## config.mk

```make
export PLATFORM = sky130hd
export DESIGN_NAME = wb_bridge_top
export DESIGN_NICKNAME = d
export VERILOG_FILES = /design/src/wb_bridge_pkg.sv /design/src/wb_master_bridge.sv /design/src/wb_addr_decoder.sv /design/src/wb_ram_slave.sv /design/src/wb_periph_slave.sv /design/src/wb_bridge_top.sv
export SDC_FILE = /design/constraint.sdc
export NUM_CORES = 2
export LEC_CHECK = 0
export BUFFER_PORTS_ARGS = -buffer_cell sky130_fd_sc_hd__buf_2
export CAP_MARGIN = 20
export CORE_UTILIZATION = 40
export CTS_CLUSTER_DIAMETER = 120
export DETAILED_ROUTE_END_ITERATION = 8
export GPL_TIMING_DRIVEN = 0
export PLACE_DENSITY = 0.66
export SYNTH_ARGS = -nofsm -noshare
export SYNTH_HDL_FRONTEND = slang
export SYNTH_HIERARCHICAL = 1
export SYNTH_SLANG_ARGS = --single-unit
```

## constraint.sdc

```tcl
create_clock -name clk_i -period 9.5 [get_ports clk_i]
set_input_delay 0.95 -clock clk_i [delete_from_list [all_inputs] [get_ports clk_i]]
set_output_delay 0.95 -clock clk_i [all_outputs]
set_load 0.03 [all_outputs]
```

## src/wb_bridge_pkg.sv

```systemverilog
// Wishbone bridge shared definitions
package wb_bridge_pkg;

  // ====================
  // Bus and line geometry
  // ====================
  localparam int WB_ADDR_WIDTH = 32;  // Byte address
  localparam int WB_DATA_WIDTH = 32;  // One bus word
  localparam int WB_SEL_WIDTH  = WB_DATA_WIDTH / 8;
  localparam int BLK_SIZE      = 128;  // Cache line in bits
  localparam int BURST_LEN     = BLK_SIZE / WB_DATA_WIDTH;  // 4 beats per line
  localparam int ID_WIDTH      = 4;

  // Access size of an uncached request
  typedef enum logic [1:0] {
    BYTE = 2'b00,
    HALF = 2'b01,
    WORD = 2'b10
  } rw_size_e;

  // ====================
  // Cycle and burst tags
  // ====================
  localparam logic [2:0] WB_CTI_CLASSIC = 3'b000;
  localparam logic [2:0] WB_CTI_INCR    = 3'b010;  // Incrementing beat
  localparam logic [2:0] WB_CTI_EOB     = 3'b111;  // Last beat of burst

  localparam logic [1:0] WB_BTE_LINEAR = 2'b00;
  localparam logic [1:0] WB_BTE_WRAP4  = 2'b01;

  // ====================
  // Address map
  // ====================
  localparam logic [3:0] RAM_REGION    = 4'h0;  // Upper nibble
  localparam logic [3:0] PERIPH_REGION = 4'h2;

  localparam logic [WB_DATA_WIDTH-1:0] PERIPH_ID = 32'h5742_0b41;  // Read at offset 0x10

  // Lane enables for a sub-word access
  function automatic logic [WB_SEL_WIDTH-1:0] gen_byte_sel(
    input rw_size_e                 size,
    input logic [WB_ADDR_WIDTH-1:0] addr
  );
    logic [WB_SEL_WIDTH-1:0] sel;
    case (size)
      BYTE:    sel = WB_SEL_WIDTH'(1) << addr[1:0];  // One lane
      HALF:    sel = addr[1] ? 4'b1100 : 4'b0011;    // Upper or lower half
      default: sel = '1;
    endcase
    return sel;
  endfunction

endpackage

```

## src/wb_master_bridge.sv

```systemverilog
// Wishbone B4 master bridge
module wb_master_bridge import wb_bridge_pkg::*; (
  input  logic                     clk_i,
  input  logic                     rst_ni,
  // Request port
  input  logic                     req_valid_i,
  output logic                     req_ready_o,
  input  logic                     req_rw_i,  // 1 = write
  input  logic                     req_uncached_i,
  input  rw_size_e                 req_size_i,
  input  logic [WB_ADDR_WIDTH-1:0] req_addr_i,
  input  logic [BLK_SIZE-1:0]      req_data_i,
  input  logic [ID_WIDTH-1:0]      req_id_i,
  // Response port
  output logic                     res_valid_o,
  output logic                     res_err_o,
  output logic [ID_WIDTH-1:0]      res_id_o,
  output logic [BLK_SIZE-1:0]      res_blk_o,
  // Wishbone master side
  output logic                     wb_cyc_o,
  output logic                     wb_stb_o,
  output logic                     wb_we_o,
  output logic [WB_ADDR_WIDTH-1:0] wb_adr_o,
  output logic [WB_DATA_WIDTH-1:0] wb_dat_o,
  output logic [WB_SEL_WIDTH-1:0]  wb_sel_o,
  output logic [2:0]               wb_cti_o,
  output logic [1:0]               wb_bte_o,
  input  logic [WB_DATA_WIDTH-1:0] wb_dat_i,
  input  logic                     wb_ack_i,
  input  logic                     wb_err_i,
  input  logic                     wb_stall_i
);

  localparam int BEAT_W   = $clog2(BURST_LEN);
  localparam int LINE_OFS = $clog2(BLK_SIZE / 8);  // Byte offset bits in a line

  typedef enum logic [2:0] {
    ST_IDLE,
    ST_SINGLE_REQ,   // stb out, waiting for no stall
    ST_SINGLE_WAIT,  // Beat taken, waiting for ack or err
    ST_BURST,        // Line transfer, one beat in flight at most
    ST_ERROR         // Error response cycle
  } state_e;

  state_e state_q, state_d;

  logic [WB_ADDR_WIDTH-1:0]                  addr_q;
  logic [BURST_LEN-1:0][WB_DATA_WIDTH-1:0] wdata_q;  // Line to write, word per beat
  logic [BURST_LEN-1:0][WB_DATA_WIDTH-1:0] rdata_q;  // Beats read so far
  logic [WB_SEL_WIDTH-1:0]                   sel_q;
  logic [ID_WIDTH-1:0]                       id_q;
  logic [BEAT_W-1:0]                         beat_q;
  logic                                      pend_q;  // Burst beat issued, ack pending
  logic                                      write_q;

  logic accept;
  logic is_uncached;
  logic last_beat;

  assign accept      = req_valid_i && req_ready_o;
  // Sub-word stores cannot be merged into a line
  assign is_uncached = req_uncached_i || (req_rw_i && req_size_i != WORD);
  assign last_beat   = (beat_q == BEAT_W'(BURST_LEN - 1));

  // ====================
  // Next state
  // ====================
  always_comb begin
    state_d = state_q;
    case (state_q)
      ST_IDLE: begin
        if (accept) state_d = is_uncached ? ST_SINGLE_REQ : ST_BURST;
      end
      ST_SINGLE_REQ: begin
        if (!wb_stall_i) state_d = ST_SINGLE_WAIT;
      end
      ST_SINGLE_WAIT: begin
        if (wb_ack_i) state_d = ST_IDLE;
        else if (wb_err_i) state_d = ST_ERROR;
      end
      ST_BURST: begin
        if (wb_err_i) state_d = ST_ERROR;  // Abort rest of line
        else if (wb_ack_i && last_beat) state_d = ST_IDLE;
      end
      default: state_d = ST_IDLE;  // Error reported, back to idle
    endcase
  end

  // Control state
  always_ff @(posedge clk_i) begin
    if (!rst_ni) begin
      state_q <= ST_IDLE;
      beat_q  <= '0;
      pend_q  <= 1'b0;
      write_q <= 1'b0;
    end else begin
      state_q <= state_d;
      if (accept) begin
        beat_q  <= '0;
        pend_q  <= 1'b0;
        write_q <= req_rw_i;
      end else if (state_q == ST_BURST) begin
        if (wb_stb_o && !wb_stall_i) begin
          pend_q <= 1'b1;
        end else if (wb_ack_i) begin
          pend_q <= 1'b0;
          beat_q <= beat_q + 1'b1;  // Address moves on after ack
        end
      end
    end
  end

  // Request payload and read line
  always_ff @(posedge clk_i) begin
    if (accept) begin
      addr_q <= req_addr_i;
      id_q   <= req_id_i;
      sel_q  <= is_uncached ? gen_byte_sel(req_size_i, req_addr_i) : '1;
      for (int i = 0; i < BURST_LEN; i++) begin
        wdata_q[i] <= req_data_i[i*WB_DATA_WIDTH +: WB_DATA_WIDTH];  // Word 0 for singles
      end
    end
    if (state_q == ST_BURST && wb_ack_i && !write_q) rdata_q[beat_q] <= wb_dat_i;
  end

  // ====================
  // Bus outputs
  // ====================
  always_comb begin
    wb_cyc_o = 1'b0;
    wb_stb_o = 1'b0;
    wb_we_o  = write_q;
    wb_adr_o = addr_q;
    wb_dat_o = wdata_q[beat_q];
    wb_sel_o = sel_q;
    wb_cti_o = WB_CTI_CLASSIC;
    wb_bte_o = WB_BTE_LINEAR;
    case (state_q)
      ST_SINGLE_REQ: begin
        wb_cyc_o = 1'b1;
        wb_stb_o = 1'b1;
      end
      ST_SINGLE_WAIT: wb_cyc_o = 1'b1;  // Hold cycle until reply
      ST_BURST: begin
        wb_cyc_o = 1'b1;
        wb_stb_o = !pend_q;
        wb_adr_o = {addr_q[WB_ADDR_WIDTH-1:LINE_OFS], beat_q, 2'b00};  // Line base + beat
        wb_cti_o = last_beat ? WB_CTI_EOB : WB_CTI_INCR;
        wb_bte_o = WB_BTE_WRAP4;
      end
      default: ;
    endcase
  end

  // Response
  assign req_ready_o = (state_q == ST_IDLE);
  assign res_err_o   = (state_q == ST_ERROR);
  assign res_id_o    = id_q;
  assign res_valid_o = (state_q == ST_SINGLE_WAIT && wb_ack_i) ||
                       (state_q == ST_BURST && wb_ack_i && last_beat) ||
                       res_err_o;

  always_comb begin
    res_blk_o = '0;  // Writes return no data
    if (!write_q) begin
      if (state_q == ST_SINGLE_WAIT) begin
        res_blk_o = {BURST_LEN{wb_dat_i}};  // Single word in every lane
      end else begin
        for (int i = 0; i < BURST_LEN; i++) begin
          // Beat arriving now bypasses the line buffer
          res_blk_o[i*WB_DATA_WIDTH +: WB_DATA_WIDTH] =
            (beat_q == BEAT_W'(i)) ? wb_dat_i : rdata_q[i];
        end
      end
    end
  end

  // Stalled beat stays on the bus unchanged
  assert property (@(posedge clk_i) disable iff (!rst_ni)
    (wb_stb_o && wb_stall_i) |=> (wb_stb_o && $stable(wb_adr_o) && $stable(wb_we_o)))
    else $error("stalled beat changed before it was taken");

  // One request in flight, port stays closed until its response
  assert property (@(posedge clk_i) disable iff (!rst_ni)
    accept |=> (!req_ready_o until_with res_valid_o))
    else $error("request port reopened before response");

endmodule

```

## src/wb_addr_decoder.sv

```systemverilog
// Wishbone address decoder
module wb_addr_decoder import wb_bridge_pkg::*; (
  input  logic                     clk_i,
  input  logic                     rst_ni,
  input  logic                     cyc_i,
  input  logic                     stb_i,
  input  logic [WB_ADDR_WIDTH-1:0] adr_i,
  // RAM slave
  output logic                     ram_cyc_o,
  output logic                     ram_stb_o,
  input  logic [WB_DATA_WIDTH-1:0] ram_dat_i,
  input  logic                     ram_ack_i,
  input  logic                     ram_stall_i,
  // Peripheral slave
  output logic                     periph_cyc_o,
  output logic                     periph_stb_o,
  input  logic [WB_DATA_WIDTH-1:0] periph_dat_i,
  input  logic                     periph_ack_i,
  input  logic                     periph_err_i,
  // Muxed reply to master
  output logic [WB_DATA_WIDTH-1:0] dat_o,
  output logic                     ack_o,
  output logic                     err_o,
  output logic                     stall_o
);

  logic [3:0] region;
  logic       ram_hit, periph_hit;
  logic       unmapped_err_q;  // Decoder's own error reply

  assign region     = adr_i[WB_ADDR_WIDTH-1 -: 4];
  assign ram_hit    = (region == RAM_REGION);
  assign periph_hit = (region == PERIPH_REGION);

  assign ram_cyc_o    = cyc_i && ram_hit;
  assign ram_stb_o    = stb_i && ram_hit;
  assign periph_cyc_o = cyc_i && periph_hit;
  assign periph_stb_o = stb_i && periph_hit;

  assign dat_o   = periph_hit ? periph_dat_i : ram_dat_i;
  assign ack_o   = (ram_hit && ram_ack_i) || (periph_hit && periph_ack_i);
  assign err_o   = (periph_hit && periph_err_i) || unmapped_err_q;
  assign stall_o = ram_stb_o && ram_stall_i;  // Peripheral never stalls

  // Unmapped beats are taken at once and answered next cycle
  always_ff @(posedge clk_i) begin
    if (!rst_ni) unmapped_err_q <= 1'b0;
    else unmapped_err_q <= cyc_i && stb_i && !ram_hit && !periph_hit;
  end

  // Only the selected target ever replies
  assert property (@(posedge clk_i) disable iff (!rst_ni)
    $onehot0({ram_ack_i, periph_ack_i || periph_err_i, unmapped_err_q}))
    else $error("replies from more than one target");

endmodule

```

## src/wb_ram_slave.sv

```systemverilog
// Wishbone word RAM slave
module wb_ram_slave import wb_bridge_pkg::*; #(
  parameter int RAM_WORDS = 64  // Power of two
) (
  input  logic                     clk_i,
  input  logic                     rst_ni,
  input  logic                     cyc_i,
  input  logic                     stb_i,
  input  logic                     we_i,
  input  logic [WB_ADDR_WIDTH-1:0] adr_i,
  input  logic [WB_DATA_WIDTH-1:0] dat_i,
  input  logic [WB_SEL_WIDTH-1:0]  sel_i,
  output logic [WB_DATA_WIDTH-1:0] dat_o,
  output logic                     ack_o,
  output logic                     stall_o
);

  localparam int IDX_W = $clog2(RAM_WORDS);

  logic [WB_DATA_WIDTH-1:0] mem_q [RAM_WORDS];
  logic [IDX_W-1:0]         idx;
  logic                     active_q;  // Wait state already spent in this cycle
  logic                     ack_q;
  logic                     xfer;

  assign idx     = adr_i[IDX_W+1:2];  // Word index, aliases across region
  assign stall_o = cyc_i && stb_i && !active_q;
  assign xfer    = cyc_i && stb_i && !stall_o;
  assign ack_o   = ack_q;

  // ====================
  // Handshake
  // ====================
  always_ff @(posedge clk_i) begin
    if (!rst_ni) begin
      active_q <= 1'b0;
      ack_q    <= 1'b0;
    end else begin
      active_q <= cyc_i && (active_q || stb_i);  // Cleared when cyc drops
      ack_q    <= xfer;
    end
  end

  // ====================
  // Storage
  // ====================
  always_ff @(posedge clk_i) begin
    if (xfer) begin
      if (we_i) begin
        for (int b = 0; b < WB_SEL_WIDTH; b++) begin
          if (sel_i[b]) mem_q[idx][8*b +: 8] <= dat_i[8*b +: 8];  // Lane write
        end
      end
      dat_o <= mem_q[idx];  // Old word on a write, unused there
    end
  end

  // Master must keep the cycle open until the reply
  assert property (@(posedge clk_i) disable iff (!rst_ni) ack_o |-> cyc_i)
    else $error("RAM ack outside a bus cycle");

endmodule

```

## src/wb_periph_slave.sv

```systemverilog
// Peripheral register slave
module wb_periph_slave import wb_bridge_pkg::*; (
  input  logic                     clk_i,
  input  logic                     rst_ni,
  input  logic                     cyc_i,
  input  logic                     stb_i,
  input  logic                     we_i,
  input  logic [WB_ADDR_WIDTH-1:0] adr_i,
  input  logic [WB_DATA_WIDTH-1:0] dat_i,
  input  logic [WB_SEL_WIDTH-1:0]  sel_i,
  output logic [WB_DATA_WIDTH-1:0] dat_o,
  output logic                     ack_o,
  output logic                     err_o
);

  localparam int OFS_W = WB_ADDR_WIDTH - 4;  // Below the region nibble

  logic [WB_DATA_WIDTH-1:0] scratch_q [4];
  logic [OFS_W-1:0]         offset;
  logic                     xfer, is_scratch, is_id, bad;

  assign offset     = adr_i[OFS_W-1:0];
  assign xfer       = cyc_i && stb_i;  // No wait states
  assign is_scratch = (offset < OFS_W'('h10));  // 0x0 to 0xC
  assign is_id      = (offset[OFS_W-1:2] == (OFS_W-2)'(4));  // 0x10
  assign bad        = !is_scratch && !(is_id && !we_i);  // ID is read-only

  always_ff @(posedge clk_i) begin
    if (!rst_ni) begin
      ack_o <= 1'b0;
      err_o <= 1'b0;
      for (int i = 0; i < 4; i++) scratch_q[i] <= '0;
    end else begin
      ack_o <= xfer && !bad;
      err_o <= xfer && bad;
      if (xfer && we_i && is_scratch) begin
        for (int b = 0; b < WB_SEL_WIDTH; b++) begin
          if (sel_i[b]) scratch_q[adr_i[3:2]][8*b +: 8] <= dat_i[8*b +: 8];
        end
      end
    end
  end

  // Read data, registered with the ack
  always_ff @(posedge clk_i) begin
    if (xfer) dat_o <= is_id ? PERIPH_ID : scratch_q[adr_i[3:2]];
  end

endmodule

```

## src/wb_bridge_top.sv

```systemverilog
// Bus bridge subsystem top
module wb_bridge_top import wb_bridge_pkg::*; #(
  parameter int RAM_WORDS = 64
) (
  input  logic                     clk_i,
  input  logic                     rst_ni,
  input  logic                     req_valid_i,
  output logic                     req_ready_o,
  input  logic                     req_rw_i,
  input  logic                     req_uncached_i,
  input  rw_size_e                 req_size_i,
  input  logic [WB_ADDR_WIDTH-1:0] req_addr_i,
  input  logic [BLK_SIZE-1:0]      req_data_i,
  input  logic [ID_WIDTH-1:0]      req_id_i,
  output logic                     res_valid_o,
  output logic                     res_err_o,
  output logic [ID_WIDTH-1:0]      res_id_o,
  output logic [BLK_SIZE-1:0]      res_blk_o
);

  // Master side bus
  logic                     wb_cyc, wb_stb, wb_we;
  logic [WB_ADDR_WIDTH-1:0] wb_adr;
  logic [WB_DATA_WIDTH-1:0] wb_dat_m, wb_dat_s;
  logic [WB_SEL_WIDTH-1:0]  wb_sel;
  logic                     wb_ack, wb_err, wb_stall;
  // Per-slave strobes and replies
  logic                     ram_cyc, ram_stb, ram_ack, ram_stall;
  logic                     periph_cyc, periph_stb, periph_ack, periph_err;
  logic [WB_DATA_WIDTH-1:0] ram_dat, periph_dat;

  wb_master_bridge u_bridge (
    .clk_i, .rst_ni,
    .req_valid_i, .req_ready_o, .req_rw_i, .req_uncached_i, .req_size_i,
    .req_addr_i, .req_data_i, .req_id_i,
    .res_valid_o, .res_err_o, .res_id_o, .res_blk_o,
    .wb_cyc_o (wb_cyc), .wb_stb_o (wb_stb), .wb_we_o (wb_we), .wb_adr_o (wb_adr),
    .wb_dat_o (wb_dat_m), .wb_sel_o (wb_sel),
    .wb_cti_o (),  // Burst tags not used by these slaves
    .wb_bte_o (),
    .wb_dat_i (wb_dat_s), .wb_ack_i (wb_ack), .wb_err_i (wb_err), .wb_stall_i (wb_stall)
  );

  wb_addr_decoder u_decoder (
    .clk_i, .rst_ni, .cyc_i (wb_cyc), .stb_i (wb_stb), .adr_i (wb_adr),
    .ram_cyc_o (ram_cyc), .ram_stb_o (ram_stb), .ram_dat_i (ram_dat),
    .ram_ack_i (ram_ack), .ram_stall_i (ram_stall),
    .periph_cyc_o (periph_cyc), .periph_stb_o (periph_stb), .periph_dat_i (periph_dat),
    .periph_ack_i (periph_ack), .periph_err_i (periph_err),
    .dat_o (wb_dat_s), .ack_o (wb_ack), .err_o (wb_err), .stall_o (wb_stall)
  );

  wb_ram_slave #(.RAM_WORDS(RAM_WORDS)) u_ram (
    .clk_i, .rst_ni, .cyc_i (ram_cyc), .stb_i (ram_stb), .we_i (wb_we), .adr_i (wb_adr),
    .dat_i (wb_dat_m), .sel_i (wb_sel),
    .dat_o (ram_dat), .ack_o (ram_ack), .stall_o (ram_stall)
  );

  wb_periph_slave u_periph (
    .clk_i, .rst_ni, .cyc_i (periph_cyc), .stb_i (periph_stb), .we_i (wb_we),
    .adr_i (wb_adr), .dat_i (wb_dat_m), .sel_i (wb_sel),
    .dat_o (periph_dat), .ack_o (periph_ack), .err_o (periph_err)
  );

endmodule

```

* Yosys cells after proc, flatten, opt, wreduce, memory -nomap -nowiden
Memory sizes are Yosys's and may differ from the RTL's. A register that Yosys moved wholly into a read port is not among the register bits. Cells that the tools add are included.
Word-level totals: flip-flop bits (word level) 308, bits in latches 0, bits in writable memories 2176, memory bits (read-only) 0, bits of input ports 171, output and inout bits 135, word-level logic and storage cells 161, memories 2
Memories:
- u_ram.mem_q | depth 64, width 32, read ports 1, clocked after Yosys merged registers in 1, write ports 1, RTL line wb_ram_slave.sv:20 | logic [WB_DATA_WIDTH-1:0] mem_q [RAM_WORDS];
- u_periph.scratch_q | depth 4, width 32, read ports 1, clocked after Yosys merged registers in 1, write ports 4, RTL line wb_periph_slave.sv:18 | logic [WB_DATA_WIDTH-1:0] scratch_q [4];
Operators by class: add/sub/neg operators 1, $mul 0, divide/modulo/power cells 0, $lt $le $gt $ge 3, eq/ne operators 15, shifts and indexed selects 1, multiplexer cells 59, bitwise logic cells 2, reduce and logical (&&, ||, !) cells 58
Operators by type and width (number):
- 2-to-1 mux 128 bit | 2
- 2-to-1 mux 32 bit | 8
- bitwise mux 128 bit | 1
- binary-select mux 32 bit (select 2 bit) | 1
- demux 32 bit (select 2 bit) | 1
- 2-to-1 mux 1 bit | 32
- OR reduction 32 bit | 1
- logical AND 1 bit | 31
- less-than comparator 28 x 5 -> 1 bit (second input constant) | 1
- equality test 26 x 3 -> 1 bit (second input constant) | 1
- 2-to-1 mux 3 bit | 6
- 2-to-1 mux 4 bit | 3
- one-hot mux 3 bit (4 select lines) | 1
- logical NOT 1 bit | 10
- one-hot mux 4 bit (2 select lines) | 1
- equality test 3 x 2 -> 1 bit (second input constant) | 2
- logical OR 1 bit | 6
- != test 2 bit (second input constant) | 3
- != test 3 x 1 -> 1 bit (second input constant) | 2
- equality test 2 x 1 -> 1 bit (second input constant) | 2
- equality test 2 bit (second input constant) | 2
- equality test 4 x 2 -> 1 bit (second input constant) | 1
- logical NOT 2 bit | 2
- logical NOT 4 bit | 1
- other kinds (16) | 18

* Logic depth before layout (Yosys ltp)
word-level depth 12, mapped depth 16, depth with buffers taken out 9

* Cells and area by module
The synthesis kept the hierarchy.
Modules (own cells, without submodules):
- wb_ram_slave | instances 1, cells an instance 4670, area an instance 79641.4 sq um, sequential area each 62499.9 sq um
- wb_master_bridge | instances 1, cells an instance 903, area an instance 12739.7 sq um, sequential area each 9028.7 sq um
- wb_periph_slave | instances 1, cells an instance 445, area an instance 7314.5 sq um, sequential area each 4844.6 sq um
- wb_addr_decoder | instances 1, cells an instance 50, area an instance 524.3 sq um, sequential area each 20.0 sq um

* Worst setup path before layout
OpenSTA, ideal clock, no wires.
path type in2reg, start point input req_valid_i, end point register u_bridge.addr_q[0], enable pin, arrival 4.693 ns, path slack 4.287 ns, cell stages on the path 2, buffers on the path 0, path through or4b_4 -> inv_1
On the way: longest elaborated chain between the ends 1
RTL lines:
- start, declared | RTL line wb_bridge_top.sv:7 | input logic req_valid_i,
- logical AND 1 bit | RTL line wb_master_bridge.sv:60 | assign accept = req_valid_i && req_ready_o;
- net u_bridge.accept | RTL line wb_master_bridge.sv:56 | logic accept;
- end signal, assigned | RTL line wb_master_bridge.sv:116 | addr_q <= req_addr_i;
- end, declared | RTL line wb_master_bridge.sv:47 | logic [WB_ADDR_WIDTH-1:0] addr_q;
The timed path passes the listed nets, and every way through them passes these cells. A chain may end at the register's enable or synchronous reset.

* Final worst setup path
start point register u_bridge.beat_q[1], end point register u_ram.dat_o[19] (read register of u_ram.mem_q) (data pin)
On the way: longest elaborated chain between the ends 1
RTL lines:
- start, declared | RTL line wb_master_bridge.sv:52 | logic [BEAT_W-1:0] beat_q;
- start signal, assigned | RTL line wb_master_bridge.sv:107 | beat_q <= beat_q + 1'b1;
- 2-to-1 mux 4 bit | RTL line wb_master_bridge.sv:138 | case (state_q)
- net wb_adr[3] | RTL line wb_bridge_top.sv:23 | logic [WB_ADDR_WIDTH-1:0] wb_adr;
- end, declared | RTL line wb_ram_slave.sv:13 | output logic [WB_DATA_WIDTH-1:0] dat_o,
The timed path passes the listed nets, and every way through them passes these cells.

==> impl_results.md <==
- Outcome: finished clean
- Setup TNS: 0 ns
- Nets: 6937
- Wire length of the first global-routing pass: around 520 mm
- Measured slew at the worst slew-check pin: 1.395 ns
- Antenna Nets Post-Route: 0
- CP max stage cell: o21ai_0
- Cells on worst reg2reg path: 14
- Die Area: approximately 0.25 sq mm
- CTS tree: done
- Clock Tree Buf Depth: 4
- Commonest non-fill, non-tap cell in the layout: edfxtp_1
- Cts hold-fix bufs: 0
- PwrDens: ~220 mW/mm^2
- Placed insts: 9798
- Final Hold Fails: 0
- Initial core utilization: 40.26%
- Hold Slack: ~0.19 ns
- Worst r2r src: u_bridge/beat_q[1]
- Fmax: around 0.14 GHz
- Final setup vio count: 0
- CTS clock-pin slew for the worst setup and hold paths: around 0.06 ns
- Fillers: between 20000 and 25000
- Critical Path RT: between 9 and 10 ns
- Via count: around 67000
- Buffers inserted by post-CTS timing repair: 0
- WL/cell: ~38 um
- Detailed Routing Iterations Pass 1: 9
- Port bufs: slightly above 300
- Share of cells above drive strength 1: ~19%
- Synth Warn #: 6
- Max rail drop VDD: between 150 and 200 uV
- Synth Cell Area: 0.1001 sq mm
- Initial antenna violation count: 54
- Hold WC Path Type: in2reg
- Routability cong.: roughly 1.0
- WHS Endpoint: u_bridge/wdata_q[109]
- CP Cell Sequence: clkbuf_1, clkbuf_1, inv_1, o21ai_1, buf_4, buf_2, buf_6, buf_2, buf_2, buf_2, mux2i_1, o21ai_0, o21ai_0, nand4b_1
- Crit-path most repeated cell: buf_2
- Die Wd: between 500 and 600 um
- HP Start: req_data_i[109]
- Crit path capture type: register
- RSZ-0062 raised after global routing: false
- GRT Overall Usage: a little under a third
- Post-Layout Cell Count: 10320
- Clock period minus worst slack: between 7 and 8 ns
- Relative slew slack: 6.766%
- Lkg Pwr: ~37 nW
- Root Driver: clkbuf_16
- Hold depth: 1
- Drt total wl: 394.0 mm
- Largest net degree at the start of global routing: 90
- Synthesized net count: ~6200
- DR DRC count: 0
- Post-Syn Area per Cell: around 17 sq um
- RR Endpoint: u_ram/dat_o[19]
- Num Clock Sinks: 2546
- Synth-to-layout area growth: 16.27%
- H-tree depth: 5
- Flop-to-flop setup slack: around 2.3 ns
- DRT iter0 DRCs: around 13000
- Most frequent cells in the layout: edfxtp_1, a22oi_1, buf_2
- Final Skew: roughly 0.081 ns
- Cell Rows: about 180
- Number of global-route vias before repair: 61530
- Chip Height: approximately 500 um
- Clk_lat worst skew: ~0.93 ns
- Largest stage delay, worst path: just under 0.9 ns
- Post-CTS sizing: 0
- Via/cell ratio: between 6 and 7
- Multi-input gate area: between 0.02 and 0.025 sq mm
- Top-level port count: 306
- CTS buffer count: 280
- Worst-path fanout max: 10
- Worst Path Arrival: between 7 and 8 ns
- CORE AREA: about 0.25 sq mm
- Slew Viols, Final: 0
- CP Class: reg2reg
- GRT overflow: 0
- Fin crit share: 75.92%
- CP startpoint kind: register
- Mapped Cells: 6059
- Number of max-cap violations: 0
- HPWL Detailed: between 200 and 300 mm
- FF/Latch Area: roughly 0.076 sq mm
-- through the flow --
stage	total power [mW]	setup WS [ns]	utilization (%)	instance area, sq um
after CTS	26.05	2.901	46.73	116200
after global routing	26.62	2.575	46.79	116300
after detailed placement	15.70	2.977	43.23	107500
after global placement	15.59	0.7388	42.55	105800
final	26.16	2.287	46.81	116400
after floorplan	14.19	4.327	-	100100
-- flip-flops by register name, summed over array words and instances (netlist names) --
signal / count
u_bridge/addr_q: 30
u_bridge/beat_q: 2
u_bridge/pend_q: 1
u_bridge/rdata_q: 128
u_bridge/res_id_o: 4
u_bridge/state_q: 3
u_bridge/wb_sel_o: 4
u_bridge/wb_we_o: 1
u_bridge/wdata_q: 128
u_decoder/unmapped_err_q: 1
u_periph/ack_o: 1
u_periph/dat_o: 32
u_periph/err_o: 1
u_periph/scratch_q: 128
u_ram/ack_o: 1
u_ram/active_q: 1
u_ram/dat_o: 32
u_ram/mem_q: 2048
-- layout make-up --
type                    count  area share [%]
inverters                  15         0.05267
flip-flops and latches   2546           65.58
multi-input cells        3009           18.49
diodes                     29         0.06234
well taps                3330           3.579
repair buffers            421           2.650
clock inverters           122           1.001
plain buffers             489           2.106
clock buffers             354           6.486
-- worst max-delay path by stage --
stage | start | end | slack (ns) | cells past startpoint
after floorplan | req_valid_i | u_bridge/addr_q[10] | 4.33 | 2
after global placement | u_bridge/beat_q[1] | u_ram/dat_o[22] | 0.74 | 13
after detailed placement | u_bridge/beat_q[1] | u_ram/dat_o[19] | 2.98 | 14
after CTS | u_bridge/beat_q[1] | u_ram/dat_o[19] | 2.90 | 14
after global routing | u_bridge/beat_q[1] | u_ram/dat_o[19] | 2.58 | 14
final | u_bridge/beat_q[1] | u_ram/dat_o[19] | 2.29 | 14
-- metal layers --
layer	up-vias	track usage [%]	part of all wire, %
li1	25960	-	-
met1	33860	38.02	35
met5	-	0	0.079
met2	5824	45.94	44
met3	1277	10.32	14
met4	24	19.16	7.4
-- worst max-delay path: cells and delay by family (launching register included) --
| kind | cells | cell delay (ns) |
|---|---|---|
| buf+inv | 9 | 4.12 |
| simple gates | 1 | 0.63 |
| mux | 1 | 0.25 |
| flops | 1 | 0.36 |
| compound gates | 3 | 1.34 |
-- where the power goes --
group          internal [mW]  leakage (nW)  switching, mW
Combinational          0.731          9.87           2.31
Clock                   6.20          4.26           4.32
Sequential              12.6          23.1         0.0267
Total                   19.5          37.2           6.66
Note: power is estimated with default switching activity, not from simulation.
